## config.mk

```make
export PLATFORM = sky130hd
export DESIGN_NAME = vtc_top
export DESIGN_NICKNAME = d
export VERILOG_FILES = /design/src/common/vtc_pkg.sv /design/src/mode_ctrl/switch_conditioner.sv /design/src/mode_ctrl/mode_decoder.sv /design/src/rtl/raster_timing.sv /design/src/rtl/vtc_top.sv
export VERILOG_INCLUDE_DIRS = /design/src /design/src/common
export SDC_FILE = /design/constraint.sdc
export NUM_CORES = 1
export LEC_CHECK = 0
export BUFFER_PORTS_ARGS = -buffer_cell sky130_fd_sc_hd__buf_2
export CORE_UTILIZATION = 65
export CTS_BUF_LIST = sky130_fd_sc_hd__clkbuf_8
export CTS_CLUSTER_SIZE = 24
export DETAILED_ROUTE_END_ITERATION = 10
export GPL_ROUTABILITY_DRIVEN = 0
export GPL_TIMING_DRIVEN = 0
export PLACE_DENSITY = 0.86
export REMOVE_ABC_BUFFERS = 1
export SLEW_MARGIN = 30
export SYNTH_ARGS = -nofsm -noshare
export SYNTH_HDL_FRONTEND = slang
export SYNTH_HIERARCHICAL = 1
export SYNTH_SLANG_ARGS = --single-unit
```

## constraint.sdc

```tcl
create_clock -name clk50m_bufg -period 7.45 [get_ports clk50m_bufg]
set_input_delay 1.49 -clock clk50m_bufg [delete_from_list [all_inputs] [get_ports clk50m_bufg]]
set_output_delay 1.49 -clock clk50m_bufg [all_outputs]
set_load 0.02 [all_outputs]
```

## src/common/vtc_config.svh

```systemverilog
`ifndef VTC_CONFIG_SVH
`define VTC_CONFIG_SVH

// Field widths
`define VTC_SW_W            4
`define VTC_COORD_W         11
`define VTC_MODE_W          3

// Switch conditioning
`define VTC_SYNC_STAGES     2
`define VTC_DEBOUNCE_CYCLES 16   // Stable cycles before a code is taken

////////////////////////////////////////////////////////////////////////////
// Switch codes
////////////////////////////////////////////////////////////////////////////
`define VTC_SW_VGA          4'b0000
`define VTC_SW_SVGA         4'b0001
`define VTC_SW_XGA          4'b0011
`define VTC_SW_HD720        4'b0010
`define VTC_SW_SXGA         4'b1000
`define VTC_SW_CAMERA       4'b1001

////////////////////////////////////////////////////////////////////////////
// Per-format timing: active, front porch, sync width, back porch
////////////////////////////////////////////////////////////////////////////
// 640x480
`define VTC_VGA_HACT        11'd640
`define VTC_VGA_HFP         11'd16
`define VTC_VGA_HSW         11'd96
`define VTC_VGA_HBP         11'd48
`define VTC_VGA_VACT        11'd480
`define VTC_VGA_VFP         11'd11
`define VTC_VGA_VSW         11'd2
`define VTC_VGA_VBP         11'd31
`define VTC_VGA_NEG         1'b1
// 800x600
`define VTC_SVGA_HACT       11'd800
`define VTC_SVGA_HFP        11'd40
`define VTC_SVGA_HSW        11'd128
`define VTC_SVGA_HBP        11'd88
`define VTC_SVGA_VACT       11'd600
`define VTC_SVGA_VFP        11'd1
`define VTC_SVGA_VSW        11'd4
`define VTC_SVGA_VBP        11'd23
`define VTC_SVGA_NEG        1'b0
// 1024x768
`define VTC_XGA_HACT        11'd1024
`define VTC_XGA_HFP         11'd24
`define VTC_XGA_HSW         11'd136
`define VTC_XGA_HBP         11'd160
`define VTC_XGA_VACT        11'd768
`define VTC_XGA_VFP         11'd3
`define VTC_XGA_VSW         11'd6
`define VTC_XGA_VBP         11'd29
`define VTC_XGA_NEG         1'b1
// 1280x720
`define VTC_HD720_HACT      11'd1280
`define VTC_HD720_HFP       11'd110
`define VTC_HD720_HSW       11'd40
`define VTC_HD720_HBP       11'd220
`define VTC_HD720_VACT      11'd720
`define VTC_HD720_VFP       11'd5
`define VTC_HD720_VSW       11'd5
`define VTC_HD720_VBP       11'd20
`define VTC_HD720_NEG       1'b0
// 1280x1024
`define VTC_SXGA_HACT       11'd1280
`define VTC_SXGA_HFP        11'd48
`define VTC_SXGA_HSW        11'd112
`define VTC_SXGA_HBP        11'd248
`define VTC_SXGA_VACT       11'd1024
`define VTC_SXGA_VFP        11'd1
`define VTC_SXGA_VSW        11'd3
`define VTC_SXGA_VBP        11'd38
`define VTC_SXGA_NEG        1'b0
// Camera 720p, narrower syncs than HD720
`define VTC_CAMERA_HACT     11'd1280
`define VTC_CAMERA_HFP      11'd110
`define VTC_CAMERA_HSW      11'd39
`define VTC_CAMERA_HBP      11'd220
`define VTC_CAMERA_VACT     11'd720
`define VTC_CAMERA_VFP      11'd4
`define VTC_CAMERA_VSW      11'd4
`define VTC_CAMERA_VBP      11'd22
`define VTC_CAMERA_NEG      1'b0

`endif

```

## src/common/vtc_pkg.sv

```systemverilog
`default_nettype none
`include "vtc_config.svh"

package vtc_pkg;

	// Raw code off the board switches
	typedef logic [`VTC_SW_W-1:0] sw_code_t;

	// Pixel or line count, also used for the counter bounds
	typedef logic [`VTC_COORD_W-1:0] coord_t;

	// Display formats
	typedef enum logic [`VTC_MODE_W-1:0] {
		MODE_VGA    = 3'd0,
		MODE_SVGA   = 3'd1,
		MODE_XGA    = 3'd2,
		MODE_HD720  = 3'd3, // Also the fallback for unknown codes
		MODE_SXGA   = 3'd4,
		MODE_CAMERA = 3'd5
	} video_mode_e;

endpackage

`default_nettype wire

```

## src/mode_ctrl/switch_conditioner.sv

```systemverilog
`timescale 1ns/1ps
`default_nettype none
`include "vtc_config.svh"

module switch_conditioner
	import vtc_pkg::*;
(
	input  wire logic     clk50m_bufg,
	input  wire logic     RSTBTN,
	input  wire sw_code_t sw,          // Straight from the pins
	output sw_code_t      mode_code,   // Debounced, accepted code
	output logic          mode_change  // One cycle, on a settled change
);

localparam int unsigned CNT_W = $clog2(`VTC_DEBOUNCE_CYCLES + 1);
localparam logic [CNT_W-1:0] CNT_LAST = CNT_W'(`VTC_DEBOUNCE_CYCLES - 1);

sw_code_t         sync_q [`VTC_SYNC_STAGES]; // Synchronizer chain, all four bits
sw_code_t         sw_sync;
sw_code_t         cand;                      // Code currently being timed
logic [CNT_W-1:0] stable_cnt;                // Cycles cand has been seen, minus one
logic             cand_match;
logic             cand_settled;

////////////////////////////////////////////////////////////////////////////
// Synchronizer
////////////////////////////////////////////////////////////////////////////
always_ff @(posedge clk50m_bufg) begin
	if (RSTBTN) begin
		for (int i = 0; i < `VTC_SYNC_STAGES; i++) begin
			sync_q[i] <= `VTC_SW_VGA;
		end
	end else begin
		sync_q[0] <= sw;
		for (int i = 1; i < `VTC_SYNC_STAGES; i++) begin
			sync_q[i] <= sync_q[i-1];
		end
	end
end

assign sw_sync = sync_q[`VTC_SYNC_STAGES-1];

////////////////////////////////////////////////////////////////////////////
// Debounce and change detect
////////////////////////////////////////////////////////////////////////////
assign cand_match   = (sw_sync == cand);
assign cand_settled = cand_match && (stable_cnt == CNT_LAST); // Last stable cycle

always_ff @(posedge clk50m_bufg) begin
	if (RSTBTN) begin
		cand        <= `VTC_SW_VGA;
		stable_cnt  <= '0;
		mode_code   <= `VTC_SW_VGA;   // Power-up format
		mode_change <= 1'b0;
	end else begin
		mode_change <= 1'b0;
		if (!cand_match) begin
			// Fresh value, this cycle counts as the first
			cand       <= sw_sync;
			stable_cnt <= CNT_W'(1);
		end else if (stable_cnt != CNT_LAST) begin
			stable_cnt <= stable_cnt + 1'b1;
		end
		// Same code again gives no strobe
		if (cand_settled && (cand != mode_code)) begin
			mode_code   <= cand;
			mode_change <= 1'b1;
		end
	end
end

endmodule

`default_nettype wire

```

## src/mode_ctrl/mode_decoder.sv

```systemverilog
`timescale 1ns/1ps
`default_nettype none
`include "vtc_config.svh"

module mode_decoder
	import vtc_pkg::*;
(
	input  wire logic     clk50m_bufg,
	input  wire logic     RSTBTN,
	input  wire sw_code_t mode_code,
	input  wire logic     mode_change,
	output video_mode_e   active_mode,
	output logic          sync_negative, // 1 = active-low syncs
	output logic          restart,       // Raster restart, one cycle
	output coord_t        h_blank_start,
	output coord_t        h_sync_start,
	output coord_t        h_sync_end,
	output coord_t        h_total_last,
	output coord_t        v_blank_start,
	output coord_t        v_sync_start,
	output coord_t        v_sync_end,
	output coord_t        v_total_last
);

video_mode_e sel_mode;
logic        sel_neg;
coord_t      h_act, h_fp, h_sw, h_bp;
coord_t      v_act, v_fp, v_sw, v_bp;
coord_t      h_bs, h_ss, h_se, h_tl; // Running sums
coord_t      v_bs, v_ss, v_se, v_tl;

function automatic video_mode_e code_to_mode(input sw_code_t code);
	case (code)
		`VTC_SW_VGA:    return MODE_VGA;
		`VTC_SW_SVGA:   return MODE_SVGA;
		`VTC_SW_XGA:    return MODE_XGA;
		`VTC_SW_SXGA:   return MODE_SXGA;
		`VTC_SW_CAMERA: return MODE_CAMERA;
		default:        return MODE_HD720; // 720p code and anything unknown
	endcase
endfunction

////////////////////////////////////////////////////////////////////////////
// Format table
////////////////////////////////////////////////////////////////////////////
always_comb begin
	sel_mode = RSTBTN ? MODE_VGA : code_to_mode(mode_code); // VGA out of reset
	case (sel_mode)
		MODE_VGA: begin
			sel_neg = `VTC_VGA_NEG;
			{h_act, h_fp, h_sw, h_bp} = {`VTC_VGA_HACT, `VTC_VGA_HFP, `VTC_VGA_HSW, `VTC_VGA_HBP};
			{v_act, v_fp, v_sw, v_bp} = {`VTC_VGA_VACT, `VTC_VGA_VFP, `VTC_VGA_VSW, `VTC_VGA_VBP};
		end
		MODE_SVGA: begin
			sel_neg = `VTC_SVGA_NEG;
			{h_act, h_fp, h_sw, h_bp} = {`VTC_SVGA_HACT, `VTC_SVGA_HFP, `VTC_SVGA_HSW,
				`VTC_SVGA_HBP};
			{v_act, v_fp, v_sw, v_bp} = {`VTC_SVGA_VACT, `VTC_SVGA_VFP, `VTC_SVGA_VSW,
				`VTC_SVGA_VBP};
		end
		MODE_XGA: begin
			sel_neg = `VTC_XGA_NEG;
			{h_act, h_fp, h_sw, h_bp} = {`VTC_XGA_HACT, `VTC_XGA_HFP, `VTC_XGA_HSW, `VTC_XGA_HBP};
			{v_act, v_fp, v_sw, v_bp} = {`VTC_XGA_VACT, `VTC_XGA_VFP, `VTC_XGA_VSW, `VTC_XGA_VBP};
		end
		MODE_SXGA: begin
			sel_neg = `VTC_SXGA_NEG;
			{h_act, h_fp, h_sw, h_bp} = {`VTC_SXGA_HACT, `VTC_SXGA_HFP, `VTC_SXGA_HSW,
				`VTC_SXGA_HBP};
			{v_act, v_fp, v_sw, v_bp} = {`VTC_SXGA_VACT, `VTC_SXGA_VFP, `VTC_SXGA_VSW,
				`VTC_SXGA_VBP};
		end
		MODE_CAMERA: begin
			sel_neg = `VTC_CAMERA_NEG;
			{h_act, h_fp, h_sw, h_bp} = {`VTC_CAMERA_HACT, `VTC_CAMERA_HFP, `VTC_CAMERA_HSW,
				`VTC_CAMERA_HBP};
			{v_act, v_fp, v_sw, v_bp} = {`VTC_CAMERA_VACT, `VTC_CAMERA_VFP, `VTC_CAMERA_VSW,
				`VTC_CAMERA_VBP};
		end
		default: begin // MODE_HD720
			sel_neg = `VTC_HD720_NEG;
			{h_act, h_fp, h_sw, h_bp} = {`VTC_HD720_HACT, `VTC_HD720_HFP, `VTC_HD720_HSW,
				`VTC_HD720_HBP};
			{v_act, v_fp, v_sw, v_bp} = {`VTC_HD720_VACT, `VTC_HD720_VFP, `VTC_HD720_VSW,
				`VTC_HD720_VBP};
		end
	endcase
	// Each bound is the last count of its region
	h_bs = h_act - coord_t'(1);
	h_ss = h_bs + h_fp;
	h_se = h_ss + h_sw;
	h_tl = h_se + h_bp;
	v_bs = v_act - coord_t'(1);
	v_ss = v_bs + v_fp;
	v_se = v_ss + v_sw;
	v_tl = v_se + v_bp;
end

////////////////////////////////////////////////////////////////////////////
// Latched format
////////////////////////////////////////////////////////////////////////////
always_ff @(posedge clk50m_bufg) begin
	if (RSTBTN || mode_change) begin
		active_mode   <= sel_mode;
		sync_negative <= sel_neg;
		h_blank_start <= h_bs;
		h_sync_start  <= h_ss;
		h_sync_end    <= h_se;
		h_total_last  <= h_tl;
		v_blank_start <= v_bs;
		v_sync_start  <= v_ss;
		v_sync_end    <= v_se;
		v_total_last  <= v_tl;
	end
end

// Restart trails the new bounds by nothing, counters clear one cycle later
always_ff @(posedge clk50m_bufg) begin
	if (RSTBTN) begin
		restart <= 1'b0;
	end else begin
		restart <= mode_change;
	end
end

endmodule

`default_nettype wire

```

## src/rtl/raster_timing.sv

```systemverilog
`timescale 1ns/1ps
`default_nettype none

module raster_timing
	import vtc_pkg::*;
(
	input  wire logic   clk50m_bufg,
	input  wire logic   RSTBTN,
	input  wire logic   restart,       // Back to pixel 0, line 0
	input  wire logic   sync_negative,
	input  wire coord_t h_blank_start,
	input  wire coord_t h_sync_start,
	input  wire coord_t h_sync_end,
	input  wire coord_t h_total_last,
	input  wire coord_t v_blank_start,
	input  wire coord_t v_sync_start,
	input  wire coord_t v_sync_end,
	input  wire coord_t v_total_last,
	output coord_t      hcount,
	output coord_t      vcount,
	output logic        hsync,
	output logic        vsync,
	output logic        de
);

logic h_wrap;
logic h_blank, v_blank;
logic h_sync_int, v_sync_int;   // Active-high syncs, counter aligned
logic hsync_q, vsync_q, active_q; // First pipeline stage

////////////////////////////////////////////////////////////////////////////
// Counters
////////////////////////////////////////////////////////////////////////////
assign h_wrap = (hcount >= h_total_last); // End of line

always_ff @(posedge clk50m_bufg) begin
	if (RSTBTN || restart) begin
		hcount <= '0;
		vcount <= '0;
	end else if (h_wrap) begin
		hcount <= '0;
		if (vcount >= v_total_last) begin
			vcount <= '0;     // End of frame
		end else begin
			vcount <= vcount + 1'b1;
		end
	end else begin
		hcount <= hcount + 1'b1;
	end
end

// Blanking past the last active count, sync in (start, end]
assign h_blank    = (hcount > h_blank_start);
assign v_blank    = (vcount > v_blank_start);
assign h_sync_int = (hcount > h_sync_start) && (hcount <= h_sync_end);
assign v_sync_int = (vcount > v_sync_start) && (vcount <= v_sync_end);

////////////////////////////////////////////////////////////////////////////
// Two-stage output pipeline
////////////////////////////////////////////////////////////////////////////
always_ff @(posedge clk50m_bufg) begin
	if (RSTBTN) begin
		// Syncs parked at their idle level
		hsync_q  <= sync_negative;
		vsync_q  <= sync_negative;
		active_q <= 1'b0;
		hsync    <= sync_negative;
		vsync    <= sync_negative;
		de       <= 1'b0;
	end else begin
		hsync_q  <= h_sync_int ^ sync_negative; // Polarity fix
		vsync_q  <= v_sync_int ^ sync_negative;
		active_q <= !h_blank && !v_blank;
		hsync    <= hsync_q;
		vsync    <= vsync_q;
		de       <= active_q;
	end
end

endmodule

`default_nettype wire

```

## src/rtl/vtc_top.sv

```systemverilog
`timescale 1ns/1ps
`default_nettype none

module vtc_top
	import vtc_pkg::*;
(
	input  wire logic     clk50m_bufg,
	input  wire logic     RSTBTN,     // Sync, active high
	input  wire sw_code_t sw,         // Async board switches
	output logic          hsync,
	output logic          vsync,
	output logic          de,
	output coord_t        hcount,
	output coord_t        vcount,
	output video_mode_e   active_mode
);

// Accepted switch code and its change strobe
sw_code_t mode_code;
logic     mode_change;

// Bounds and control from the format table
coord_t h_blank_start;
coord_t h_sync_start;
coord_t h_sync_end;
coord_t h_total_last;
coord_t v_blank_start;
coord_t v_sync_start;
coord_t v_sync_end;
coord_t v_total_last;
logic   sync_negative;
logic   restart;

switch_conditioner u_switch_conditioner (
	.clk50m_bufg (clk50m_bufg),
	.RSTBTN      (RSTBTN),
	.sw          (sw),
	.mode_code   (mode_code),
	.mode_change (mode_change)
);

mode_decoder u_mode_decoder (
	.clk50m_bufg   (clk50m_bufg),
	.RSTBTN        (RSTBTN),
	.mode_code     (mode_code),
	.mode_change   (mode_change),
	.active_mode   (active_mode),
	.sync_negative (sync_negative),
	.restart       (restart),
	.h_blank_start (h_blank_start),
	.h_sync_start  (h_sync_start),
	.h_sync_end    (h_sync_end),
	.h_total_last  (h_total_last),
	.v_blank_start (v_blank_start),
	.v_sync_start  (v_sync_start),
	.v_sync_end    (v_sync_end),
	.v_total_last  (v_total_last)
);

raster_timing u_raster_timing (
	.clk50m_bufg   (clk50m_bufg),
	.RSTBTN        (RSTBTN),
	.restart       (restart),
	.sync_negative (sync_negative),
	.h_blank_start (h_blank_start),
	.h_sync_start  (h_sync_start),
	.h_sync_end    (h_sync_end),
	.h_total_last  (h_total_last),
	.v_blank_start (v_blank_start),
	.v_sync_start  (v_sync_start),
	.v_sync_end    (v_sync_end),
	.v_total_last  (v_total_last),
	.hcount        (hcount),
	.vcount        (vcount),
	.hsync         (hsync),
	.vsync         (vsync),
	.de            (de)
);

endmodule

`default_nettype wire

```

==> impl_summary.md <==
Drt
In the final routed layout, each cell accounts on average for 18.3 um. The routed layout has 6,296 vias. The detailed router finished its first iteration with 559 violations. The residual antenna-violating net count after detailed routing is 0. Before antenna repair, the detailed router went through 5 iterations. The DRC violation count after routing is 0. The total wire length after detailed routing is 19.0 mm. The via-per-instance ratio is 6.04.

Worst setup path
STA puts the critical path data required time at 7.62 ns. The kind of critical path is input pin to flop. Along the worst path, the maximum fanout reaches 49. STA classifies the critical path startpoint as an input pin. The critical path capture point type is a flop. The worst endpoint data arrival time is 6.91 ns. Counting cells, the worst reg-to-reg path comes to 18.

Synth
The flop and latch count out of synthesis is 127. For this run, asynchronously set or reset flops after synthesis account for 0%. For this run, the leading register cell type out of synthesis is sky130_fd_sc_hd__edfxtp_1. The number of synthesis warnings is 6.

Counting flops with a built-in enable in the synthesized netlist gives 76. In this run the biggest area consumer among cell types represents 27.6% of the synthesized area. Each instance of the synthesized netlist takes up on average 9.96 um2.

Counting instances in the post-synthesis netlist gives the leading cell types as sky130_fd_sc_hd__inv_1, sky130_fd_sc_hd__ha_1, sky130_fd_sc_hd__edfxtp_1. Synthesis produced 829 cells. Yosys instantiated no cell more often than sky130_fd_sc_hd__inv_1. The sequential share of the synthesized area is 40.0%.

The total standard cell area after synthesis is 8250 um2. Sorting the synthesized cells by area gives the leading types as sky130_fd_sc_hd__edfxtp_1, sky130_fd_sc_hd__ha_1, sky130_fd_sc_hd__dfxtp_1. The count of cell types in the netlist is 69.

The biggest area contributor in the post-synthesis netlist is sky130_fd_sc_hd__edfxtp_1.

Clock network
After clock tree synthesis, the setup repair step added 0 buffers. The number of gates given a new drive strength after cts is 0. The maximum clock insertion buffer count is 2.

The cell at the root of the clock tree is sky130_fd_sc_hd__clkbuf_8. CTS saw 127 sinks. Clock-pin slew was measured on the worst setup and hold paths at 0.07 ns. Buffers inserted to repair hold after CTS numbered 0. The count of H-tree levels built during CTS is 4. The number of clock buffers added by TritonCTS is 17. For the worst-skew pair, the clock arrives at the later sink with an insertion delay of 0.45 ns. TritonCTS built the clock tree.

Pwr
The overall power is 1.46 mW. IR analysis of the VDD net gives a maximum drop of 0.137 mV. The analysis attributes to cell leakage a power of 4.38 nW. For this design the ratio of total power to cell area is 163 nW/um2.

Placed design
The HPWL after detailed placement is 13.3 mm. In this run the tool buffered the top-level ports with 33 buffer cells.

STA
The time the worst path needs with I/O delays and setup is 6.74 ns. The number of max-slew violations in the final report is 0. Setup violations remaining at the end of the flow were counted as 0. The final hold violation count is 0. Timing would allow up to 148 MHz. The sum of negative setup slack is 0 ns. The measured slew at the worst slew-check pin is 0.949 ns. The post-route clock period utilization is 90.4%. The clock skew is 0.0102 ns. The normalized max-slew margin is 36.3%. Setup repair after global routing left no endpoint under its margin.

Status
The flow ran to the end, and the final reports show no timing, DRC or antenna violations.

Global route
The first global-routing pass estimated 30.1 mm of wire. The maximum number of pins on one net before global-route repair is 53. The overall track demand over capacity in global routing is 30.4%. The via count of the first global-routing pass is 6,304. The total grt overflow is 0. The initial antenna violation count was 0.

Floorplan
Once the floorplan was initialized, standard cells occupied 67.6% of the core. The floorplan step set the die height to 115 um. The floorplan die area is 13,200 um2. In this run the horizontal extent of the chip is 115 um. Pin placement for this block handled 34 I/O pins. The area of the core region is 12,200 um2. The number of core rows is 40.

Hold path
The number of cells traversed by the worst hold path is 1. The worst hold path belongs to the class flop to flop.

Finish
For this run, the post-layout net count is 989. The flip-flop and latch area is 3300 um2. The area growth from synthesis to final layout is 7.85%. Counting the fill cells in the layout gives 832. The fraction of final layout cells sized beyond drive strength 1 is 9.95%. Summing all multi-input logic gate instances after layout gives 4300 um2. The number of antenna diodes in the final layout is 0.

Run
Across the run, the number of max-cap violations was 0.
## kinds of logic (layout without fill, tap and decap cells)
kind of cell	after synthesis	in the layout	synth area share, %
flip-flops	127	127	40.0
adder cells (fa/ha/maj)	122	122	18.8
multiplexers	2	2	0.243
other	1	11	0.0454
AND/OR/NAND/NOR	200	200	13.2
buffers and inverters	161	196	8.43
XOR/XNOR	61	61	6.75
AO/OA/AOI/OAI	155	155	12.5
## flip-flops by register name, indices dropped and copies added, names as in the netlist, 3 cells and up
name and count:
u_mode_decoder/v_sync_end 10, u_mode_decoder/h_total_last 8, u_mode_decoder/v_blank_start 7, u_mode_decoder/h_sync_end 11
u_mode_decoder/active_mode 3, u_raster_timing/vcount 11, u_switch_conditioner/mode_code 4, u_mode_decoder/h_blank_start 5
u_switch_conditioner/sync_q 8, u_mode_decoder/h_sync_start 9, u_mode_decoder/v_total_last 11, u_switch_conditioner/cand 4
u_mode_decoder/v_sync_start 11, u_raster_timing/hcount 11, u_switch_conditioner/stable_cnt 5
## area by class of cell
class                           count  area share, %
Clock buffer                       18           2.78
Clock inverter                     14           1.83
Inverter                          128           5.40
Multi-Input combinational cell    551           48.3
Sequential cell                   127           37.1
Tap cell                          168           2.36
Timing Repair Buffer               36           2.28
## layout by cell type (no fill, tap or decap), types with 4 or more instances in the layout
cell	count
sky130_fd_sc_hd__nand4b_1	6
sky130_fd_sc_hd__a22o_1	8
sky130_fd_sc_hd__o2bb2ai_1	4
sky130_fd_sc_hd__clkbuf_8	18
sky130_fd_sc_hd__xnor2_1	33
sky130_fd_sc_hd__nor2_1	53
sky130_fd_sc_hd__edfxtp_1	76
sky130_fd_sc_hd__o21ai_0	27
sky130_fd_sc_hd__buf_2	35
sky130_fd_sc_hd__nor3_1	9
sky130_fd_sc_hd__clkinv_2	4
sky130_fd_sc_hd__nand2_1	31
sky130_fd_sc_hd__nand2b_1	9
sky130_fd_sc_hd__inv_1	128
sky130_fd_sc_hd__nand3b_1	6
sky130_fd_sc_hd__and3_1	11
sky130_fd_sc_hd__o211ai_1	5
sky130_fd_sc_hd__xor2_1	26
sky130_fd_sc_hd__a21o_1	12
sky130_fd_sc_hd__conb_1	11
sky130_fd_sc_hd__nand4_1	16
sky130_fd_sc_hd__nand3_1	12
sky130_fd_sc_hd__a211oi_1	12
sky130_fd_sc_hd__dfxtp_1	51
sky130_fd_sc_hd__o21ai_1	17
sky130_fd_sc_hd__nor2b_1	26
sky130_fd_sc_hd__ha_1	119
sky130_fd_sc_hd__a21oi_1	38
## metrics by stage
step                      instances  hold WS (ns)  area, um2  setup WS (ns)  util [%]
final                          1042         0.441       8900          0.712      72.9
after global routing           1042         0.460       8900          0.492      72.9
after CTS                      1042         0.442       8900          0.888      72.9
after detailed placement       1010         0.429       8490          0.448      69.5
after global placement         1007         0.421       8450          0.560      69.2
after floorplan                 806         0.414       8080           1.91         -
## worst max-delay path: stages
cell	delay (ns)
sky130_fd_sc_hd__buf_2	0.37
sky130_fd_sc_hd__or2_1	0.43
sky130_fd_sc_hd__nor3_1	0.70
sky130_fd_sc_hd__inv_1	0.42
sky130_fd_sc_hd__ha_1	0.55
sky130_fd_sc_hd__nand2_1	0.14
sky130_fd_sc_hd__o31ai_1	0.17
sky130_fd_sc_hd__ha_1	0.38
sky130_fd_sc_hd__inv_1	0.08
sky130_fd_sc_hd__ha_1	0.34
sky130_fd_sc_hd__nand2_1	0.07
sky130_fd_sc_hd__a211oi_1	0.32
sky130_fd_sc_hd__o21ai_0	0.20
sky130_fd_sc_hd__nand2_1	0.15
sky130_fd_sc_hd__xor2_1	0.24
sky130_fd_sc_hd__ha_1	0.32
sky130_fd_sc_hd__a21oi_1	0.21
sky130_fd_sc_hd__o21ai_0	0.14
sky130_fd_sc_hd__xnor2_1	0.16
## metal layers
metal	up-vias	global-route usage, %	wire, um
met1	2965	33.7	7300
met4	0	19.1	956
met2	302	53.3	9510
met5	-	0	0
li1	2932	-	-
met3	97	6.09	1270
## where the power goes
| part | switching (mW) | internal (mW) |
|---|---|---|
| Clock | 0.284 | 0.339 |
| Sequential | 0.00874 | 0.755 |
| Combinational | 0.0442 | 0.0247 |
## worst paths after layout
| kind | start | endpoint | slack, ns |
|---|---|---|---|
| worst max-delay path | RSTBTN | u_mode_decoder/h_total_last[8] | 0.71 |
| worst min-delay path | u_raster_timing/active_q | u_raster_timing/de | 0.44 |
| worst max register to register | u_switch_conditioner/mode_code[2] | u_mode_decoder/h_total_last[8] | 1.74 |
| worst min register to register | u_raster_timing/active_q | u_raster_timing/de | 0.44 |
No activity file was read; power rests on OpenSTA's default activity.
